===== config.mk =====
export PLATFORM = sky130hd
export DESIGN_NAME = data_ram
export DESIGN_NICKNAME = d
export VERILOG_FILES = /design/src/verilog/rv_pkg.sv /design/src/verilog/data_ram.sv
export SDC_FILE = /design/constraint.sdc
export NUM_CORES = 2
export LEC_CHECK = 0
export BUFFER_PORTS_ARGS = -buffer_cell sky130_fd_sc_hd__buf_4
export CORE_ASPECT_RATIO = 0.7
export CORE_MARGIN = 3
export CORE_UTILIZATION = 60
export CTS_CLUSTER_SIZE = 40
export DETAILED_ROUTE_END_ITERATION = 8
export PLACE_DENSITY_LB_ADDON = 0.12
export SYNTH_ARGS = -nofsm -noshare
export SYNTH_HDL_FRONTEND = slang
export SYNTH_SLANG_ARGS = --single-unit
export TNS_END_PERCENT = 5

===== constraint.sdc =====
create_clock -name clk -period 3.5 [get_ports clk]
set_input_delay 0.35 -clock clk [delete_from_list [all_inputs] [get_ports clk]]
set_output_delay 0.35 -clock clk [all_outputs]
set_load 0.1 [all_outputs]

===== src/verilog/rv_pkg.sv =====
package rv_pkg;

	// major opcodes of the RV32I base set
	typedef enum logic [6:0] {
		OPC_LUI    = 7'b0110111,
		OPC_AUIPC  = 7'b0010111,
		OPC_JAL    = 7'b1101111,
		OPC_JALR   = 7'b1100111,
		OPC_BRANCH = 7'b1100011,
		OPC_LOAD   = 7'b0000011,
		OPC_STORE  = 7'b0100011,
		OPC_OP_IMM = 7'b0010011,
		OPC_OP     = 7'b0110011
	} opcode_e;

	// compare ops return 0 or 1 in bit 0
	typedef enum logic [3:0] {
		ALU_ADD    = 4'd0,
		ALU_SUB    = 4'd1,
		ALU_SLL    = 4'd2,
		ALU_SLT    = 4'd3,
		ALU_SLTU   = 4'd4,
		ALU_XOR    = 4'd5,
		ALU_SRL    = 4'd6,
		ALU_SRA    = 4'd7,
		ALU_OR     = 4'd8,
		ALU_AND    = 4'd9,
		ALU_EQ     = 4'd10,
		ALU_NE     = 4'd11,
		ALU_GE     = 4'd12,
		ALU_GEU    = 4'd13,
		ALU_PASS_B = 4'd14
	} alu_op_e;

	// the instruction format picks the immediate layout
	typedef enum logic [2:0] {
		TYPE_NONE = 3'd0,
		TYPE_R    = 3'd1,
		TYPE_I    = 3'd2,
		TYPE_S    = 3'd3,
		TYPE_B    = 3'd4,
		TYPE_U    = 3'd5,
		TYPE_J    = 3'd6
	} instr_type_e;

	typedef enum logic [1:0] {
		MEM_NONE  = 2'd0,
		MEM_READ  = 2'd1,
		MEM_WRITE = 2'd2
	} mem_access_e;

	// the U forms are only meaningful for loads
	typedef enum logic [2:0] {
		SIZE_BYTE  = 3'd0,
		SIZE_HALF  = 3'd1,
		SIZE_WORD  = 3'd2,
		SIZE_UBYTE = 3'd4,
		SIZE_UHALF = 3'd5
	} mem_size_e;

	// writeback source
	typedef enum logic [1:0] {
		WB_ALU      = 2'd0,
		WB_MEM      = 2'd1,
		WB_PC_PLUS4 = 2'd2
	} wb_sel_e;

endpackage


===== src/verilog/data_ram.sv =====
`timescale 1ns/100ps

module data_ram #(
	parameter int RAM_WORDS = 64
) (
	input  logic              clk,
	input  logic              i_rst_n,
	input  logic [31:0]       i_addr,
	input  logic [31:0]       i_wdata,
	input  rv_pkg::mem_size_e i_size,
	input  logic              i_we,
	output logic [31:0]       o_rdata
);

	localparam int IDX_W = (RAM_WORDS > 1) ? $clog2(RAM_WORDS) : 1;

	logic [31:0]      mem [0:RAM_WORDS-1];
	logic [IDX_W-1:0] word_idx;
	logic [3:0]       lane_en;
	logic [31:0]      lane_data;
	logic [31:0]      rd_word;
	logic [7:0]       rd_byte;
	logic [15:0]      rd_half;

	// depth need not be a power of two
	assign word_idx = IDX_W'((i_addr >> 2) % RAM_WORDS);

	// byte lanes and replicated store data
	always_comb begin
		case (i_size)
			rv_pkg::SIZE_BYTE, rv_pkg::SIZE_UBYTE: begin
				lane_en   = 4'b0001 << i_addr[1:0];
				lane_data = {4{i_wdata[7:0]}};
			end
			rv_pkg::SIZE_HALF, rv_pkg::SIZE_UHALF: begin
				lane_en   = i_addr[1] ? 4'b1100 : 4'b0011;
				lane_data = {2{i_wdata[15:0]}};
			end
			default: begin
				lane_en   = 4'b1111;
				lane_data = i_wdata;
			end
		endcase
	end

	always_ff @(posedge clk) begin
		if (!i_rst_n) begin
			for (int i = 0; i < RAM_WORDS; i++) begin
				mem[i] <= 32'b0;
			end
		end else if (i_we) begin
			for (int b = 0; b < 4; b++) begin
				if (lane_en[b]) begin
					mem[word_idx][b*8 +: 8] <= lane_data[b*8 +: 8];
				end
			end
		end
	end

	assign rd_word = mem[word_idx];
	assign rd_byte = rd_word[i_addr[1:0]*8 +: 8];
	assign rd_half = i_addr[1] ? rd_word[31:16] : rd_word[15:0];

	always_comb begin
		case (i_size)
			rv_pkg::SIZE_BYTE:  o_rdata = {{24{rd_byte[7]}}, rd_byte};
			rv_pkg::SIZE_UBYTE: o_rdata = {24'b0, rd_byte};
			rv_pkg::SIZE_HALF:  o_rdata = {{16{rd_half[15]}}, rd_half};
			rv_pkg::SIZE_UHALF: o_rdata = {16'b0, rd_half};
			default:            o_rdata = rd_word;
		endcase
	end

endmodule


After elaboration in Yosys (flattened, before gate mapping) --
Memory sizes are Yosys's and may differ from the RTL's. Cells that the tools add are included.
Word-level totals: output and inout port bits 32, memories 1, register bits 0, bits of input ports 70, RAM bits 2048
Cells by class: muxes and demuxes 25, shift operators 2, reduce and logical (&&, ||, !) cells 4, eq/ne operators 3
Memories:
- mem | depth 64, width 32, rd ports 1, clocked after Yosys merged registers in 0, write ports 64, RTL line data_ram.sv:17 | logic [31:0] mem [0:RAM_WORDS-1];
Operators with widths (number):
- $pmux W32 S4 | 1
- $pmux W32 S2 | 1
- $mux W32 | 1
- $reduce_or A32 Y1 | 1
- $shiftx A32 B6 Y8 | 1
- $mux W1 | 17
- $mux W16 | 1
- $mux W4 | 2
- $pmux W4 S2 | 1
- $eq A3 B3 Y1 const B | 2
- $mux W6 | 1
- $reduce_or A2 Y1 | 2
- $shl A1 B2 Y4 const A | 1
- $eq A3 B1 Y1 const B | 1
- $logic_not A3 Y1 | 1

Logic depth before layout (Yosys ltp) --
depth in word-level cells 9, depth in mapped cells 15

Worst setup path before layout --
OpenSTA, ideal clock, no wires.
kind input -> output, start input port i_addr[3], end output port o_rdata[6], stages 13, arrival 4443 ps, path slack -1293 ps, path through buf_6 -> buf_4 -> buf_4 -> nor3b_2 -> buf_2 -> buf_2 -> buf_1 -> a22oi_1 -> a31oi_1 -> a211oi_1 -> o211ai_1 -> o21ai_0 -> o21ai_0
Between the ends: longest elaborated chain between the ends 3, elaborated cells on any way between the ends 4, classes of those cells shift (1); mux (2); memory (1)
RTL lines:
- start: declaration | RTL line data_ram.sv:8 | input logic [31:0] i_addr,
- $mem_v2 Z64 W32 *
- $shiftx A32 B6 Y8 / $mux W16 (equally long branches) | RTL line data_ram.sv:61, data_ram.sv:62
- $pmux W32 S4 * | RTL line data_ram.sv:65 | case (i_size)
- end: declaration | RTL line data_ram.sv:12 | output logic [31:0] o_rdata
Mark *: on every way between the ends. The rest lies on a longest branch, timed or not.

Worst setup path in the final report --
start memory mem[57][8], end output port o_rdata[0]
Between the ends: longest elaborated chain between the ends 3
RTL lines:
- start: declaration | RTL line data_ram.sv:17
- $mem_v2 Z64 W32
- $shiftx A32 B6 Y8 | RTL line data_ram.sv:61 | assign rd_byte = rd_word[i_addr[1:0]*8 +: 8];
- $pmux W32 S4 | RTL line data_ram.sv:65
No other way between the ends.

==> results.json <==
{
  "cp_cell_sequence": "a22o_1 -> a221oi_2 -> a31oi_1 -> buf_4 -> a2111oi_4 -> buf_4 -> nor3b_4 -> buf_6 -> a211oi_4 -> a221o_1 -> buf_12",
  "holdCritPathClass": "input pin to register",
  "power_switching_w": 0.0145,
  "wl_per_cell_um": 35.3,
  "tightest_slew_ns": 1.28,
  "overflow": 0,
  "power.density_nw_per_um2": 526,
  "period_needed_ns": 4.37,
  "max_slew_margin_pct": 14.7,
  "p_clk_share_pct": 37.3,
  "io_pins": 102,
  "global_route.usage.met2_pct": 59.7,
  "endpoint_kind": "output pin",
  "grtUsageMet1_pct": 60.5,
  "maxSlewViolCount": 0,
  "core_area_um2": 149000,
  "drc": 4,
  "synth_top_area_share_pct": 67.9,
  "hold_violations": 0,
  "ys.flop_type": "edfxtp_1",
  "ant_nets": 0,
  "syn_nets": 7189,
  "yosys_warnings": 0,
  "use_met3_pct": 21.5,
  "regMostFlops": "mem",
  "place_hpwl_mm": 247,
  "grt_usage_pct": 44.7,
  "worst_slack_ns": -0.867,
  "syn_area_um2": 90500,
  "ys_seq_elements": 2048,
  "syn_inst": 7119,
  "syn_area_per_cell_um2": 12.7,
  "path_common_cell": "buf_4",
  "grt_pass1_wl_mm": 489,
  "cts_sinks": 2048,
  "rows": 118,
  "hold_path_depth": 3,
  "gp_congestion": 1.08,
  "layout-drive-gt1-share_pct": 20.1,
  "drtPass1Iterations": 9,
  "synthTopCellsByCount": "edfxtp_1 (2048), nor2_1 (1707), and2_1 (518), nand2_1 (491), clkbuf_1 (349)",
  "p_total_w": 0.0564,
  "vdd_drop_max_mv": 0.582,
  "yosysMostFrequentCell": "edfxtp_1",
  "cts.path.max_buffers": 3,
  "finalSetupViolCount": 32,
  "dieArea_um2": 156000,
  "drt_iter0_drc": 14100,
  "antenna_found_initial": 20,
  "cts_tree": "yes",
  "power.static_leakage_nw": 38.0,
  "critical_path.max_stage_delay_ns": 0.55,
  "cts-buffers-inserted": 186,
  "p_int_w": 0.0419,
  "worstSetupPathType": "register to output pin",
  "synth-seq-area-share_pct": 67.9,
  "routed_wl_mm": 351,
  "power_frac_seq_pct": 50.9,
  "vias": 70200,
  "synth_top_area_cell": "edfxtp_1",
  "place_ws_ns": -0.973,
  "hp-start": "i_wdata[31]",
  "async_flop_share_pct": 0,
  "worstPathArrival_ns": 4.02,
  "start_kind": "register",
  "slowest_stage": "edfxtp_1",
  "dieHeight_um": 331,
  "period_share_pct": 125,
  "portBuffers": 77,
  "die_x_um": 470,
  "status": "finished with violations",
  "worstPathRequired_ns": 3.15,
  "max_freq_mhz": 229,
  "cap_violations": 0,
  "violations": "design-rule violations, negative setup slack",
  "combPwrFrac_pct": 11.8,
  "synth-edff-count": 2048,
  "swShare_pct": 25.6,
  "finalInstanceArea_um2": 107000,
  "clkTransAtPathRegs_ns": 0.07,
  "grt_pass1_vias": 65200,
  "ctsRootBufferMaster": "clkbuf_16",
  "reg.largest.list": "mem: 2048 flops",
  "grt_max_degree": 92,
  "busiest_layer": "met1",
  "largest_reg_flops": 2048,
  "vias_per_cell": 7.06,
  "min_to": "mem[61][31]",
  "areaGrowthSynthToFinish_pct": 18.4,
  "cp_max_fo": 2,
  "start_util_pct": 60.8,
  "synth_cell_type_count": 77,
  "fin_nets": 7865,
  "rsz0062_at_grt": "yes",
  "place_area_um2": 100000,
  "h-tree-depth": 4,
  "synthTopCellsByArea": "edfxtp_1 (68%), nor2_1 (7.1%), and2_1 (3.6%), a22oi_1 (2.5%), a221oi_1 (2.2%)"
}
[stage by stage]
stage / std cells / TNS, ns / hold WS [ns] / utilization [%]
floorplan: 7119 / -3.20 / 0.699 / -
global placement: 9585 / -30.75 / 0.788 / 67.5
detailed placement: 9585 / -31.11 / 0.795 / 67.5
CTS: 9926 / -16.75 / 0.0302 / 71.9
global route: 9928 / -20.32 / 0.0461 / 72.0
finish: 9943 / -20.15 / 0.0550 / 72.0
[logic make-up (layout without fill, tap and decap cells)]
logic type	Yosys count	count (layout)	share of synthesized area, %
buffers and inverters	580	1406	2.96
AOI/OAI and AO/OA	1119	1119	9.40
other	0	18	0
muxes	351	351	4.83
DFF	2048	2048	67.9
and+or+nand+nor	3021	3021	14.9
[power by group through the flow]
stage / clock (W) / sequential [W] / combinational (W)
after CTS: 0.0209 / 0.0287 / 0.00628
after detailed placement: 0 / 0.0292 / 0.00608
final: 0.0210 / 0.0287 / 0.00665
after floorplan: 0 / 0.0289 / 0.00304
after global placement: 0 / 0.0292 / 0.00603
after global routing: 0.0218 / 0.0288 / 0.00665
[critical path, delay by kind of cell, from the launching register on]
kind / cells / cell delay [ns]
simple gates: 1 / 0.41
compound gates: 6 / 1.46
flops: 1 / 0.55
buf+inv: 4 / 0.71
[worst max path at each step]
stage               depth (start not counted)        start  slack [ns]         end
finish                                     11   mem[57][8]       -0.87  o_rdata[0]
global route                               10  mem[56][28]       -0.80  o_rdata[4]
CTS                                        11   mem[7][25]       -0.72  o_rdata[1]
detailed placement                         14    i_addr[3]       -0.97  o_rdata[0]
global placement                           15    i_addr[3]       -1.01  o_rdata[0]
floorplan                                  13    i_addr[3]       -0.58  o_rdata[5]
[metal layers]
layer / wire length (µm) / share of wire [%]
met5: 518 / 0.15
met4: 23000 / 6.5
met3: 70900 / 20
met2: 139000 / 39
met1: 118000 / 34
[placed cells by master, fill, tap and decap left out, types with 13 or more instances in the layout]
| cell type | count |
|---|---|
| edfxtp_1 | 2048 |
| nor2_1 | 1702 |
| buf_4 | 881 |
| and2_1 | 516 |
| nand2_1 | 485 |
| a22oi_1 | 294 |
| a221oi_1 | 224 |
| clkbuf_16 | 194 |
| mux2i_1 | 168 |
| buf_12 | 136 |
| a21oi_1 | 99 |
| mux2_2 | 87 |
| nor3_1 | 76 |
| a22o_1 | 71 |
| nand2b_1 | 69 |
| o21ai_0 | 65 |
| mux4_2 | 58 |
| a31oi_1 | 53 |
| clkbuf_1 | 49 |
| o22ai_1 | 48 |
| a221o_1 | 41 |
| clkinv_2 | 34 |
| clkinv_1 | 32 |
| buf_6 | 29 |
| o22a_1 | 25 |
| nand3_1 | 23 |
| nand4_1 | 23 |
| o2bb2ai_1 | 21 |
| bufinv_16 | 21 |
| diode_2 | 18 |
| o211ai_1 | 18 |
| mux2i_4 | 18 |
| mux2_1 | 17 |
| and4_1 | 14 |
| and3_1 | 13 |
| o21a_1 | 13 |
[area by class of cell]
type | count | area (µm²)
diodes | 18 | 45.0
clock inverters | 95 | 1020
fillers | 9986 | 41700
flip-flops and latches | 2048 | 61500
clock buffers | 243 | 5040
well taps | 1980 | 2480
inverters | 11 | 46.3
repair buffers | 1057 | 9810
multi-input cells | 4491 | 27200
[timing repair]
| action | 4_1_cts | 5_1_grt |
|---|---|---|
| setup buffers | 1 | 0 |
| endpoints found under the hold margin | 24 | 0 |
| endpoints found under the setup margin | 32 | 32 |
| cloned | 0 | 0 |
| gates resized for setup | 124 | 18 |
| hold buffers | 4 | 0 |
| pin swaps | 23 | 15 |
Power figures use the tool's default switching activity.
