==> config.mk <==
export PLATFORM = sky130hd
export DESIGN_NAME = decoder
export DESIGN_NICKNAME = d
export VERILOG_FILES = /design/src/verilog/rv_pkg.sv /design/src/verilog/decoder.sv
export SDC_FILE = /design/constraint.sdc
export NUM_CORES = 1
export LEC_CHECK = 0
export ABC_CLOCK_PERIOD_IN_PS = 1660
export BUFFER_PORTS_ARGS = -buffer_cell sky130_fd_sc_hd__buf_2
export CAP_MARGIN = 10
export CORE_MARGIN = 5
export CORE_UTILIZATION = 42
export DETAILED_ROUTE_END_ITERATION = 8
export GPL_ROUTABILITY_DRIVEN = 1
export PLACE_DENSITY = 0.91
export SLEW_MARGIN = 30
export SYNTH_ARGS = -nofsm -noshare
export SYNTH_HDL_FRONTEND = slang
export SYNTH_SLANG_ARGS = --single-unit
export TNS_END_PERCENT = 1
==> constraint.sdc <==
create_clock -name vclk -period 1.66
set_input_delay 0 -clock vclk [all_inputs]
set_output_delay 0 -clock vclk [all_outputs]
set_load 0.02 [all_outputs]
==> src/verilog/rv_pkg.sv <==
package rv_pkg;

	// major opcodes of the RV32I base set
	typedef enum logic [6:0] {
		OPC_LUI    = 7'b0110111,
		OPC_AUIPC  = 7'b0010111,
		OPC_JAL    = 7'b1101111,
		OPC_JALR   = 7'b1100111,
		OPC_BRANCH = 7'b1100011,
		OPC_LOAD   = 7'b0000011,
		OPC_STORE  = 7'b0100011,
		OPC_OP_IMM = 7'b0010011,
		OPC_OP     = 7'b0110011
	} opcode_e;

	// compare ops return 0 or 1 in bit 0
	typedef enum logic [3:0] {
		ALU_ADD    = 4'd0,
		ALU_SUB    = 4'd1,
		ALU_SLL    = 4'd2,
		ALU_SLT    = 4'd3,
		ALU_SLTU   = 4'd4,
		ALU_XOR    = 4'd5,
		ALU_SRL    = 4'd6,
		ALU_SRA    = 4'd7,
		ALU_OR     = 4'd8,
		ALU_AND    = 4'd9,
		ALU_EQ     = 4'd10,
		ALU_NE     = 4'd11,
		ALU_GE     = 4'd12,
		ALU_GEU    = 4'd13,
		ALU_PASS_B = 4'd14
	} alu_op_e;

	// the instruction format picks the immediate layout
	typedef enum logic [2:0] {
		TYPE_NONE = 3'd0,
		TYPE_R    = 3'd1,
		TYPE_I    = 3'd2,
		TYPE_S    = 3'd3,
		TYPE_B    = 3'd4,
		TYPE_U    = 3'd5,
		TYPE_J    = 3'd6
	} instr_type_e;

	typedef enum logic [1:0] {
		MEM_NONE  = 2'd0,
		MEM_READ  = 2'd1,
		MEM_WRITE = 2'd2
	} mem_access_e;

	// the U forms are only meaningful for loads
	typedef enum logic [2:0] {
		SIZE_BYTE  = 3'd0,
		SIZE_HALF  = 3'd1,
		SIZE_WORD  = 3'd2,
		SIZE_UBYTE = 3'd4,
		SIZE_UHALF = 3'd5
	} mem_size_e;

	// writeback source
	typedef enum logic [1:0] {
		WB_ALU      = 2'd0,
		WB_MEM      = 2'd1,
		WB_PC_PLUS4 = 2'd2
	} wb_sel_e;

endpackage

==> src/verilog/decoder.sv <==
`timescale 1ns/100ps

module decoder (
	input  logic [31:0]          i_instr,
	output logic [4:0]           o_rs1,
	output logic [4:0]           o_rs2,
	output logic [4:0]           o_rd,
	output logic [31:0]          o_imm,
	output rv_pkg::alu_op_e      o_alu_op,
	output logic                 o_a_pc,
	output logic                 o_b_imm,
	output rv_pkg::mem_access_e  o_mem_access,
	output rv_pkg::mem_size_e    o_mem_size,
	output rv_pkg::wb_sel_e      o_wb_sel,
	output logic                 o_reg_write,
	output logic                 o_is_branch,
	output logic                 o_is_jump,
	output logic                 o_is_jalr
);

	rv_pkg::opcode_e     opcode;
	rv_pkg::instr_type_e fmt;
	logic [2:0]          funct3;
	logic [6:0]          funct7;
	logic                legal;
	logic                use_shamt;

	assign opcode = rv_pkg::opcode_e'(i_instr[6:0]);
	assign funct3 = i_instr[14:12];
	assign funct7 = i_instr[31:25];

	assign o_rs1 = i_instr[19:15];
	assign o_rs2 = i_instr[24:20];
	assign o_rd  = i_instr[11:7];

	// immediate by format
	always_comb begin
		case (fmt)
			rv_pkg::TYPE_I: o_imm = {{20{i_instr[31]}}, i_instr[31:20]};
			rv_pkg::TYPE_S: o_imm = {{20{i_instr[31]}}, i_instr[31:25], i_instr[11:7]};
			rv_pkg::TYPE_B: o_imm = {{19{i_instr[31]}}, i_instr[31], i_instr[7],
				i_instr[30:25], i_instr[11:8], 1'b0};
			rv_pkg::TYPE_U: o_imm = {i_instr[31:12], 12'b0};
			rv_pkg::TYPE_J: o_imm = {{11{i_instr[31]}}, i_instr[31], i_instr[19:12],
				i_instr[20], i_instr[30:21], 1'b0};
			default:        o_imm = 32'b0;
		endcase
		// immediate shifts only carry a 5-bit shift amount
		if (use_shamt) begin
			o_imm = {27'b0, i_instr[24:20]};
		end
	end

	always_comb begin
		fmt          = rv_pkg::TYPE_NONE;
		legal        = 1'b1;
		use_shamt    = 1'b0;
		o_alu_op     = rv_pkg::ALU_ADD;
		o_a_pc       = 1'b0;
		o_b_imm      = 1'b0;
		o_mem_access = rv_pkg::MEM_NONE;
		o_mem_size   = rv_pkg::SIZE_WORD;
		o_wb_sel     = rv_pkg::WB_ALU;
		o_reg_write  = 1'b0;
		o_is_branch  = 1'b0;
		o_is_jump    = 1'b0;
		o_is_jalr    = 1'b0;

		case (opcode)
			rv_pkg::OPC_LUI: begin
				fmt         = rv_pkg::TYPE_U;
				o_alu_op    = rv_pkg::ALU_PASS_B;
				o_b_imm     = 1'b1;
				o_reg_write = 1'b1;
			end
			rv_pkg::OPC_AUIPC: begin
				fmt         = rv_pkg::TYPE_U;
				o_a_pc      = 1'b1;
				o_b_imm     = 1'b1;
				o_reg_write = 1'b1;
			end
			rv_pkg::OPC_JAL: begin
				fmt         = rv_pkg::TYPE_J;
				o_a_pc      = 1'b1;
				o_b_imm     = 1'b1;
				o_wb_sel    = rv_pkg::WB_PC_PLUS4;
				o_reg_write = 1'b1;
				o_is_jump   = 1'b1;
			end
			rv_pkg::OPC_JALR: begin
				// alu forms rs1 + imm as the jump target
				fmt         = rv_pkg::TYPE_I;
				legal       = (funct3 == 3'b000);
				o_b_imm     = 1'b1;
				o_wb_sel    = rv_pkg::WB_PC_PLUS4;
				o_reg_write = 1'b1;
				o_is_jump   = 1'b1;
				o_is_jalr   = 1'b1;
			end
			rv_pkg::OPC_BRANCH: begin
				fmt         = rv_pkg::TYPE_B;
				o_is_branch = 1'b1;
				case (funct3)
					3'b000:  o_alu_op = rv_pkg::ALU_EQ;
					3'b001:  o_alu_op = rv_pkg::ALU_NE;
					3'b100:  o_alu_op = rv_pkg::ALU_SLT;
					3'b101:  o_alu_op = rv_pkg::ALU_GE;
					3'b110:  o_alu_op = rv_pkg::ALU_SLTU;
					3'b111:  o_alu_op = rv_pkg::ALU_GEU;
					default: legal = 1'b0;
				endcase
			end
			rv_pkg::OPC_LOAD: begin
				fmt          = rv_pkg::TYPE_I;
				o_b_imm      = 1'b1;
				o_mem_access = rv_pkg::MEM_READ;
				o_wb_sel     = rv_pkg::WB_MEM;
				o_reg_write  = 1'b1;
				case (funct3)
					3'b000:  o_mem_size = rv_pkg::SIZE_BYTE;
					3'b001:  o_mem_size = rv_pkg::SIZE_HALF;
					3'b010:  o_mem_size = rv_pkg::SIZE_WORD;
					3'b100:  o_mem_size = rv_pkg::SIZE_UBYTE;
					3'b101:  o_mem_size = rv_pkg::SIZE_UHALF;
					default: legal = 1'b0;
				endcase
			end
			rv_pkg::OPC_STORE: begin
				fmt          = rv_pkg::TYPE_S;
				o_b_imm      = 1'b1;
				o_mem_access = rv_pkg::MEM_WRITE;
				case (funct3)
					3'b000:  o_mem_size = rv_pkg::SIZE_BYTE;
					3'b001:  o_mem_size = rv_pkg::SIZE_HALF;
					3'b010:  o_mem_size = rv_pkg::SIZE_WORD;
					default: legal = 1'b0;
				endcase
			end
			rv_pkg::OPC_OP_IMM: begin
				fmt         = rv_pkg::TYPE_I;
				o_b_imm     = 1'b1;
				o_reg_write = 1'b1;
				case (funct3)
					3'b000: o_alu_op = rv_pkg::ALU_ADD;
					3'b001: begin
						o_alu_op  = rv_pkg::ALU_SLL;
						use_shamt = 1'b1;
						legal     = (funct7 == 7'b0000000);
					end
					3'b010: o_alu_op = rv_pkg::ALU_SLT;
					3'b011: o_alu_op = rv_pkg::ALU_SLTU;
					3'b100: o_alu_op = rv_pkg::ALU_XOR;
					3'b101: begin
						use_shamt = 1'b1;
						if (funct7 == 7'b0000000) begin
							o_alu_op = rv_pkg::ALU_SRL;
						end else if (funct7 == 7'b0100000) begin
							o_alu_op = rv_pkg::ALU_SRA;
						end else begin
							legal = 1'b0;
						end
					end
					3'b110: o_alu_op = rv_pkg::ALU_OR;
					default: o_alu_op = rv_pkg::ALU_AND;
				endcase
			end
			rv_pkg::OPC_OP: begin
				fmt         = rv_pkg::TYPE_R;
				o_reg_write = 1'b1;
				if (funct7 == 7'b0000000) begin
					case (funct3)
						3'b000:  o_alu_op = rv_pkg::ALU_ADD;
						3'b001:  o_alu_op = rv_pkg::ALU_SLL;
						3'b010:  o_alu_op = rv_pkg::ALU_SLT;
						3'b011:  o_alu_op = rv_pkg::ALU_SLTU;
						3'b100:  o_alu_op = rv_pkg::ALU_XOR;
						3'b101:  o_alu_op = rv_pkg::ALU_SRL;
						3'b110:  o_alu_op = rv_pkg::ALU_OR;
						default: o_alu_op = rv_pkg::ALU_AND;
					endcase
				end else if (funct7 == 7'b0100000 && funct3 == 3'b000) begin
					o_alu_op = rv_pkg::ALU_SUB;
				end else if (funct7 == 7'b0100000 && funct3 == 3'b101) begin
					o_alu_op = rv_pkg::ALU_SRA;
				end else begin
					legal = 1'b0;
				end
			end
			default: legal = 1'b0;
		endcase

		// illegal encodings fall through as a plain pc + 4
		if (!legal) begin
			o_mem_access = rv_pkg::MEM_NONE;
			o_wb_sel     = rv_pkg::WB_ALU;
			o_reg_write  = 1'b0;
			o_is_branch  = 1'b0;
			o_is_jump    = 1'b0;
			o_is_jalr    = 1'b0;
		end
	end

endmodule

After elaboration in Yosys (flattened, before gate mapping)

Index checks and enable logic that the tools add are counted.

Flip-flop bits (word level): 0
Input bits: 32
Output and inout bits: 64
Word-level logic and storage cells: 78

Eq/ne operators: 22
Mux-type cells: 41
Reductions and logical operators: 15

Operator list:

| operator                                                         | count |
|---|---|
| 32-bit one-hot mux with 5 select lines                           | 1 |
| 4-bit one-hot mux with 7 select lines                            | 2 |
| 32-bit 2-to-1 mux                                                | 1 |
| 7-bit by 6-bit == test with 1-bit output (second input constant) | 4 |
| 4-bit one-hot mux with 6 select lines                            | 1 |
| 3-bit == test (second input constant)                            | 7 |
| 7-bit == test (second input constant)                            | 3 |
| 1-bit 2-to-1 mux                                                 | 20 |
| 3-bit one-hot mux with 6 select lines                            | 1 |
| 4-bit one-hot mux with 4 select lines                            | 1 |
| 7-bit by 5-bit == test with 1-bit output (second input constant) | 2 |
| 7-bit OR reduction                                               | 2 |
| 3-bit by 2-bit == test with 1-bit output (second input constant) | 4 |
| 3-bit 2-to-1 mux                                                 | 4 |
| 2-bit one-hot mux with 2 select lines                            | 3 |
| 3-bit one-hot mux with 4 select lines                            | 1 |
| 3-bit OR reduction                                               | 3 |
| 2-bit OR reduction                                               | 4 |
| 7-bit by 2-bit == test with 1-bit output (second input constant) | 1 |
| 7-bit logical NOT                                                | 1 |
| 1-bit one-hot mux with 7 select lines                            | 1 |
| 3-bit one-hot mux with 2 select lines                            | 1 |
| 6-bit OR reduction                                               | 1 |
| 5-bit OR reduction                                               | 1 |
| 6 further kinds                                                  | 8 |

Depth between registers and ports, before layout

Depth in word-level cells: 7
Depth in mapped cells: 7

Worst setup path after synthesis

No wires, ideal clock.

Kind: input-to-output
Start point: input i_instr[4]
End point: output o_is_jump
Arrival: 1.593 ns
Required time: 1.660 ns
Path slack: 0.067 ns
Cell stages on the path: 5
Buffers on the path: 0
Cell sequence: nand3b_1 > or4_4 > a21oi_2 > a211oi_2 > a211oi_1

Longest elaborated chain between the ends: 4

Ends and longest elaborated chain:

| element                                                                   | RTL line       | RTL |
|---|---|---|
| start: declaration                                                        | decoder.sv:4   | `input logic [31:0] i_instr,` |
| 7-bit == test, or another cell as far along                               | decoder.sv:69  | `case (opcode)` |
| 3-bit OR reduction (no line) or 2-bit OR reduction (tied branches)        | -              |  |
| 1-bit one-hot mux with 7 select lines or 1-bit 2-to-1 mux (tied branches) | decoder.sv:69  |  |
| 1-bit 2-to-1 mux *                                                        | decoder.sv:193 | `if (!legal) begin` |
| end: declaration                                                          | decoder.sv:17  | `output logic o_is_jump,` |

Every way passes the cells marked *; elsewhere a longest branch is shown, timed or not.

Final worst setup path

Start point: input i_instr[14]
End point: output o_reg_write

Longest elaborated chain between the ends: 7

Ends and longest elaborated chain:

| element                                 | RTL line       | RTL |
|---|---|---|
| 3-bit == test                           | -              |  |
| 1-bit logical AND                       | decoder.sv:183 | `end else if (funct7 == 7'b0100000 && funct3 == 3'b101) begin` |
| 1-bit 2-to-1 mux                        | decoder.sv:183 |  |
| 1-bit 2-to-1 mux                        | decoder.sv:181 | `end else if (funct7 == 7'b0100000 && funct3 == 3'b000) begin` |
| 1-bit 2-to-1 mux                        | decoder.sv:170 | `if (funct7 == 7'b0000000) begin` |
| 1-bit one-hot mux with 7 select lines * | decoder.sv:69  |  |
| 1-bit 2-to-1 mux *                      | decoder.sv:193 |  |
| end: declaration                        | decoder.sv:15  | `output logic o_reg_write,` |

Marked as above.

==> metrics.txt <==
# TYPE chip_impl_metric gauge
chip_impl_metric{name="num-nets-final",unit=""} 313
chip_impl_metric{name="achievable-frequency",unit="GHz"} 0.621
chip_impl_metric{name="power.leakage",unit="nW"} 0.792
chip_impl_metric{name="ys.warnings.count",unit=""} 0
chip_impl_metric{name="cts_hold_repair_buffers",unit=""} 0
chip_impl_metric{name="min_period_over_period",unit="%"} 97.1
chip_impl_metric{name="synthesized_instance_count",unit=""} 204
chip_impl_metric{name="n_clock_buffer",unit=""} 0
chip_impl_metric{name="cts.repair.resized",unit=""} 0
chip_impl_info{name="synth_top_cells_by_area",value="sky130_fd_sc_hd__a21oi_1 14%, sky130_fd_sc_hd__nand2_1 12%, sky130_fd_sc_hd__buf_4 9.6%, sky130_fd_sc_hd__and2_1 4.2%, sky130_fd_sc_hd__o21ai_0 4.2%"} 1
chip_impl_metric{name="final-max-slew-violation-count",unit=""} 0
chip_impl_info{name="worstHoldPathType",value="in2out"} 1
chip_impl_metric{name="data_required_time_at_the_worst_endpoint",unit="ps"} 1660
chip_impl_metric{name="peakVddDrop",unit="mV"} 0.129
chip_impl_metric{name="power_frac_clock",unit="%"} 0
chip_impl_metric{name="synth_cell_type_count",unit=""} 45
chip_impl_metric{name="dpl-instance-area",unit="um2"} 1580
chip_impl_metric{name="grt_max_degree",unit=""} 22
chip_impl_metric{name="io_pins",unit=""} 96
chip_impl_metric{name="initial_utilization",unit="%"} 43.1
chip_impl_metric{name="crit_arrival",unit="ps"} 1610
chip_impl_metric{name="detailroute.wirelength.met2",unit="mm"} 2.25
chip_impl_metric{name="pwr_density_cell",unit="nW/um2"} 181
chip_impl_info{name="top_layer_used",value="met4"} 1
chip_impl_info{name="worstSetupPathType",value="in2out"} 1
chip_impl_metric{name="post-route-cell-area",unit="um2"} 1600
chip_impl_info{name="yosys.area.top_type",value="sky130_fd_sc_hd__a21oi_1"} 1
chip_impl_metric{name="mean_post_synth_cell_area",unit="um2"} 5.78
chip_impl_metric{name="aggregate_negative_setup_slack",unit="ps"} 0
chip_impl_metric{name="p_seq_share",unit="%"} 0
chip_impl_metric{name="setup_violations",unit=""} 0
chip_impl_info{name="ys_top_cells_by_count",value="37 x sky130_fd_sc_hd__nand2_1, 33 x sky130_fd_sc_hd__a21oi_1, 15 x sky130_fd_sc_hd__buf_4"} 1
chip_impl_metric{name="grt_first_pass_wirelength",unit="mm"} 7.29
chip_impl_metric{name="combinationalPowerShare",unit="%"} 100.0
chip_impl_metric{name="route.final.wire_length",unit="mm"} 4.46
chip_impl_metric{name="worst_slew_pin_slew",unit="ps"} 424
chip_impl_info{name="result_of_the_run",value="finished clean"} 1
chip_impl_metric{name="dr.first_iter.drc_count",unit=""} 88
chip_impl_info{name="endpoint_kind",value="primary output"} 1
chip_impl_metric{name="sequential_cell_total",unit=""} 0
chip_impl_metric{name="post_route_cells_drive_above_1_share",unit="%"} 41.9
chip_impl_metric{name="grt_antenna_before_repair",unit=""} 0
chip_impl_metric{name="grtUsageTotal",unit="%"} 20.8
chip_impl_metric{name="area.growth.synth_to_final",unit="%"} 35.8
chip_impl_metric{name="mappedNetlistArea",unit="um2"} 1180
chip_impl_metric{name="globalplace.congestion",unit=""} 0.896
chip_impl_metric{name="core_area",unit="um2"} 2730
chip_impl_metric{name="yosysTopAreaCellShare",unit="%"} 14.0
chip_impl_metric{name="final_antenna_net_count",unit=""} 0
chip_impl_metric{name="total_routed_wire_length_on_the_met1_layer",unit="mm"} 1.80
chip_impl_metric{name="grt_pass1_vias",unit=""} 1603
chip_impl_metric{name="final.hold.worst_slack",unit="ps"} 234
chip_impl_metric{name="yosysSeqAreaShare",unit="%"} 0
chip_impl_metric{name="met3WireLength",unit="um"} 371
chip_impl_metric{name="power.net_switching",unit="W"} 0.000183
chip_impl_metric{name="power_report.internal_total",unit="W"} 0.000107
chip_impl_metric{name="maxSlewHeadroom",unit="%"} 71.7
chip_impl_metric{name="die-area",unit="um2"} 3970
chip_impl_metric{name="placement.io_buffers",unit=""} 96
chip_impl_metric{name="register_area",unit="um2"} 0
chip_impl_metric{name="synth_fp_nets",unit=""} 236
chip_impl_info{name="post-synth-top-count-cell",value="sky130_fd_sc_hd__nand2_1"} 1
chip_impl_metric{name="final_period_minus_worst_setup_slack",unit="ps"} 1610
chip_impl_metric{name="die_span_in_y",unit="um"} 63.0
chip_impl_metric{name="globalRouteOverflowTotal",unit=""} 0
chip_impl_metric{name="cts_setup_buffers",unit=""} 0
chip_impl_metric{name="number_of_violations_of_the_max_capacitance_limit",unit=""} 0
chip_impl_metric{name="report.final.hold_viol_count",unit=""} 0
chip_impl_metric{name="worst-path-max-fanout",unit=""} 9
chip_impl_info{name="startpoint_type",value="input pin"} 1
chip_impl_metric{name="die-width",unit="um"} 63.0
chip_impl_metric{name="route.detailed.vias_per_inst",unit=""} 5.75
chip_impl_metric{name="vias",unit=""} 1783
chip_impl_metric{name="post-route-drc-count",unit=""} 0
chip_impl_metric{name="placement_rows",unit=""} 19
chip_impl_metric{name="detail_route.first_pass.iterations",unit=""} 5
chip_impl_metric{name="detailedPlacementHpwl",unit="mm"} 3.55
chip_impl_metric{name="detail_route.wl_per_cell",unit="um"} 14.4
chip_impl_metric{name="n_diodes",unit=""} 0
chip_impl_metric{name="switching_share",unit="%"} 63.1
==> per-layer routing <==
metal	global-route usage [%]	vias up
li1	-	871
met1	27.0	798
met5	0	-
met4	3.98	0
met2	37.3	108
met3	1.26	6
==> path summary, 6_finish.rpt <==
path	from	to	slack, ps	cells past startpoint
setup / recovery	i_instr[14]	o_reg_write	50	7
hold / removal	i_instr[15]	o_rs1[0]	230	2
==> layout make-up <==
| class | count | area [um2] |
|---|---|---|
| Fill cell | 245 | 1130 |
| Multi-Input combinational cell | 169 | 988 |
| Timing Repair Buffer | 106 | 558 |
| Tap cell | 31 | 38.8 |
| Inverter | 4 | 15.0 |
==> placed cells by master, fill, tap and decap left out, types with 2 or more instances in the layout <==
cell type                  netlist  routed
sky130_fd_sc_hd__a211oi_1        3       3
sky130_fd_sc_hd__a21oi_1        33      33
sky130_fd_sc_hd__a22o_1          4       4
sky130_fd_sc_hd__a22oi_1         2       2
sky130_fd_sc_hd__and2_1          8       8
sky130_fd_sc_hd__and3_1          3       3
sky130_fd_sc_hd__and4b_1         2       2
sky130_fd_sc_hd__buf_2           3      95
sky130_fd_sc_hd__buf_4          15      10
sky130_fd_sc_hd__inv_1           4       4
sky130_fd_sc_hd__nand2_1        37      37
sky130_fd_sc_hd__nand2b_1        3       3
sky130_fd_sc_hd__nand3_1         7       7
sky130_fd_sc_hd__nand4_1         2       2
sky130_fd_sc_hd__nand4b_1        2       2
sky130_fd_sc_hd__nor2_1         12      12
sky130_fd_sc_hd__nor2b_1         5       5
sky130_fd_sc_hd__nor3_1          4       4
sky130_fd_sc_hd__nor4_1          3       3
sky130_fd_sc_hd__o21a_1          3       3
sky130_fd_sc_hd__o21ai_0        10      10
sky130_fd_sc_hd__o221ai_1        2       2
sky130_fd_sc_hd__or3_4           1       3
sky130_fd_sc_hd__xnor2_1         2       2
==> power by group through the flow <==
stage	Combinational [W]	Sequential, W	Clock [W]
after floorplan	0.000193	0	0
after global placement	0.000275	0	0
after detailed placement	0.000281	0	0
after CTS	0.000283	0	0
after global routing	0.000315	0	0
final	0.000290	0	0
==> worst max-delay path, cell delays in order <==
cell                       delay (ps)
sky130_fd_sc_hd__buf_2            160
sky130_fd_sc_hd__nor2_1           340
sky130_fd_sc_hd__nand4b_1         190
sky130_fd_sc_hd__a21oi_1          280
sky130_fd_sc_hd__a31oi_2          140
sky130_fd_sc_hd__a221oi_2         310
sky130_fd_sc_hd__buf_2            200
==> cells by family after synthesis <==
logic type,share of synthesized area (%)
AND/OR/NAND/NOR,44.2
XOR/XNOR,2.23
buffers and inverters,17.5
AO/OA/AOI/OAI,36.1
==> through the flow <==
step,instances,utilization (%),total power (W),setup slack [ps]
after global placement,310,57.8,0.000275,156
after global routing,310,58.5,0.000315,-87.1
after floorplan,204,-,0.000193,67.3
after detailed placement,310,57.8,0.000281,92.5
final,310,58.5,0.000290,48.8
after CTS,310,57.8,0.000283,99.0
No activity file was read; power rests on OpenSTA's default activity.
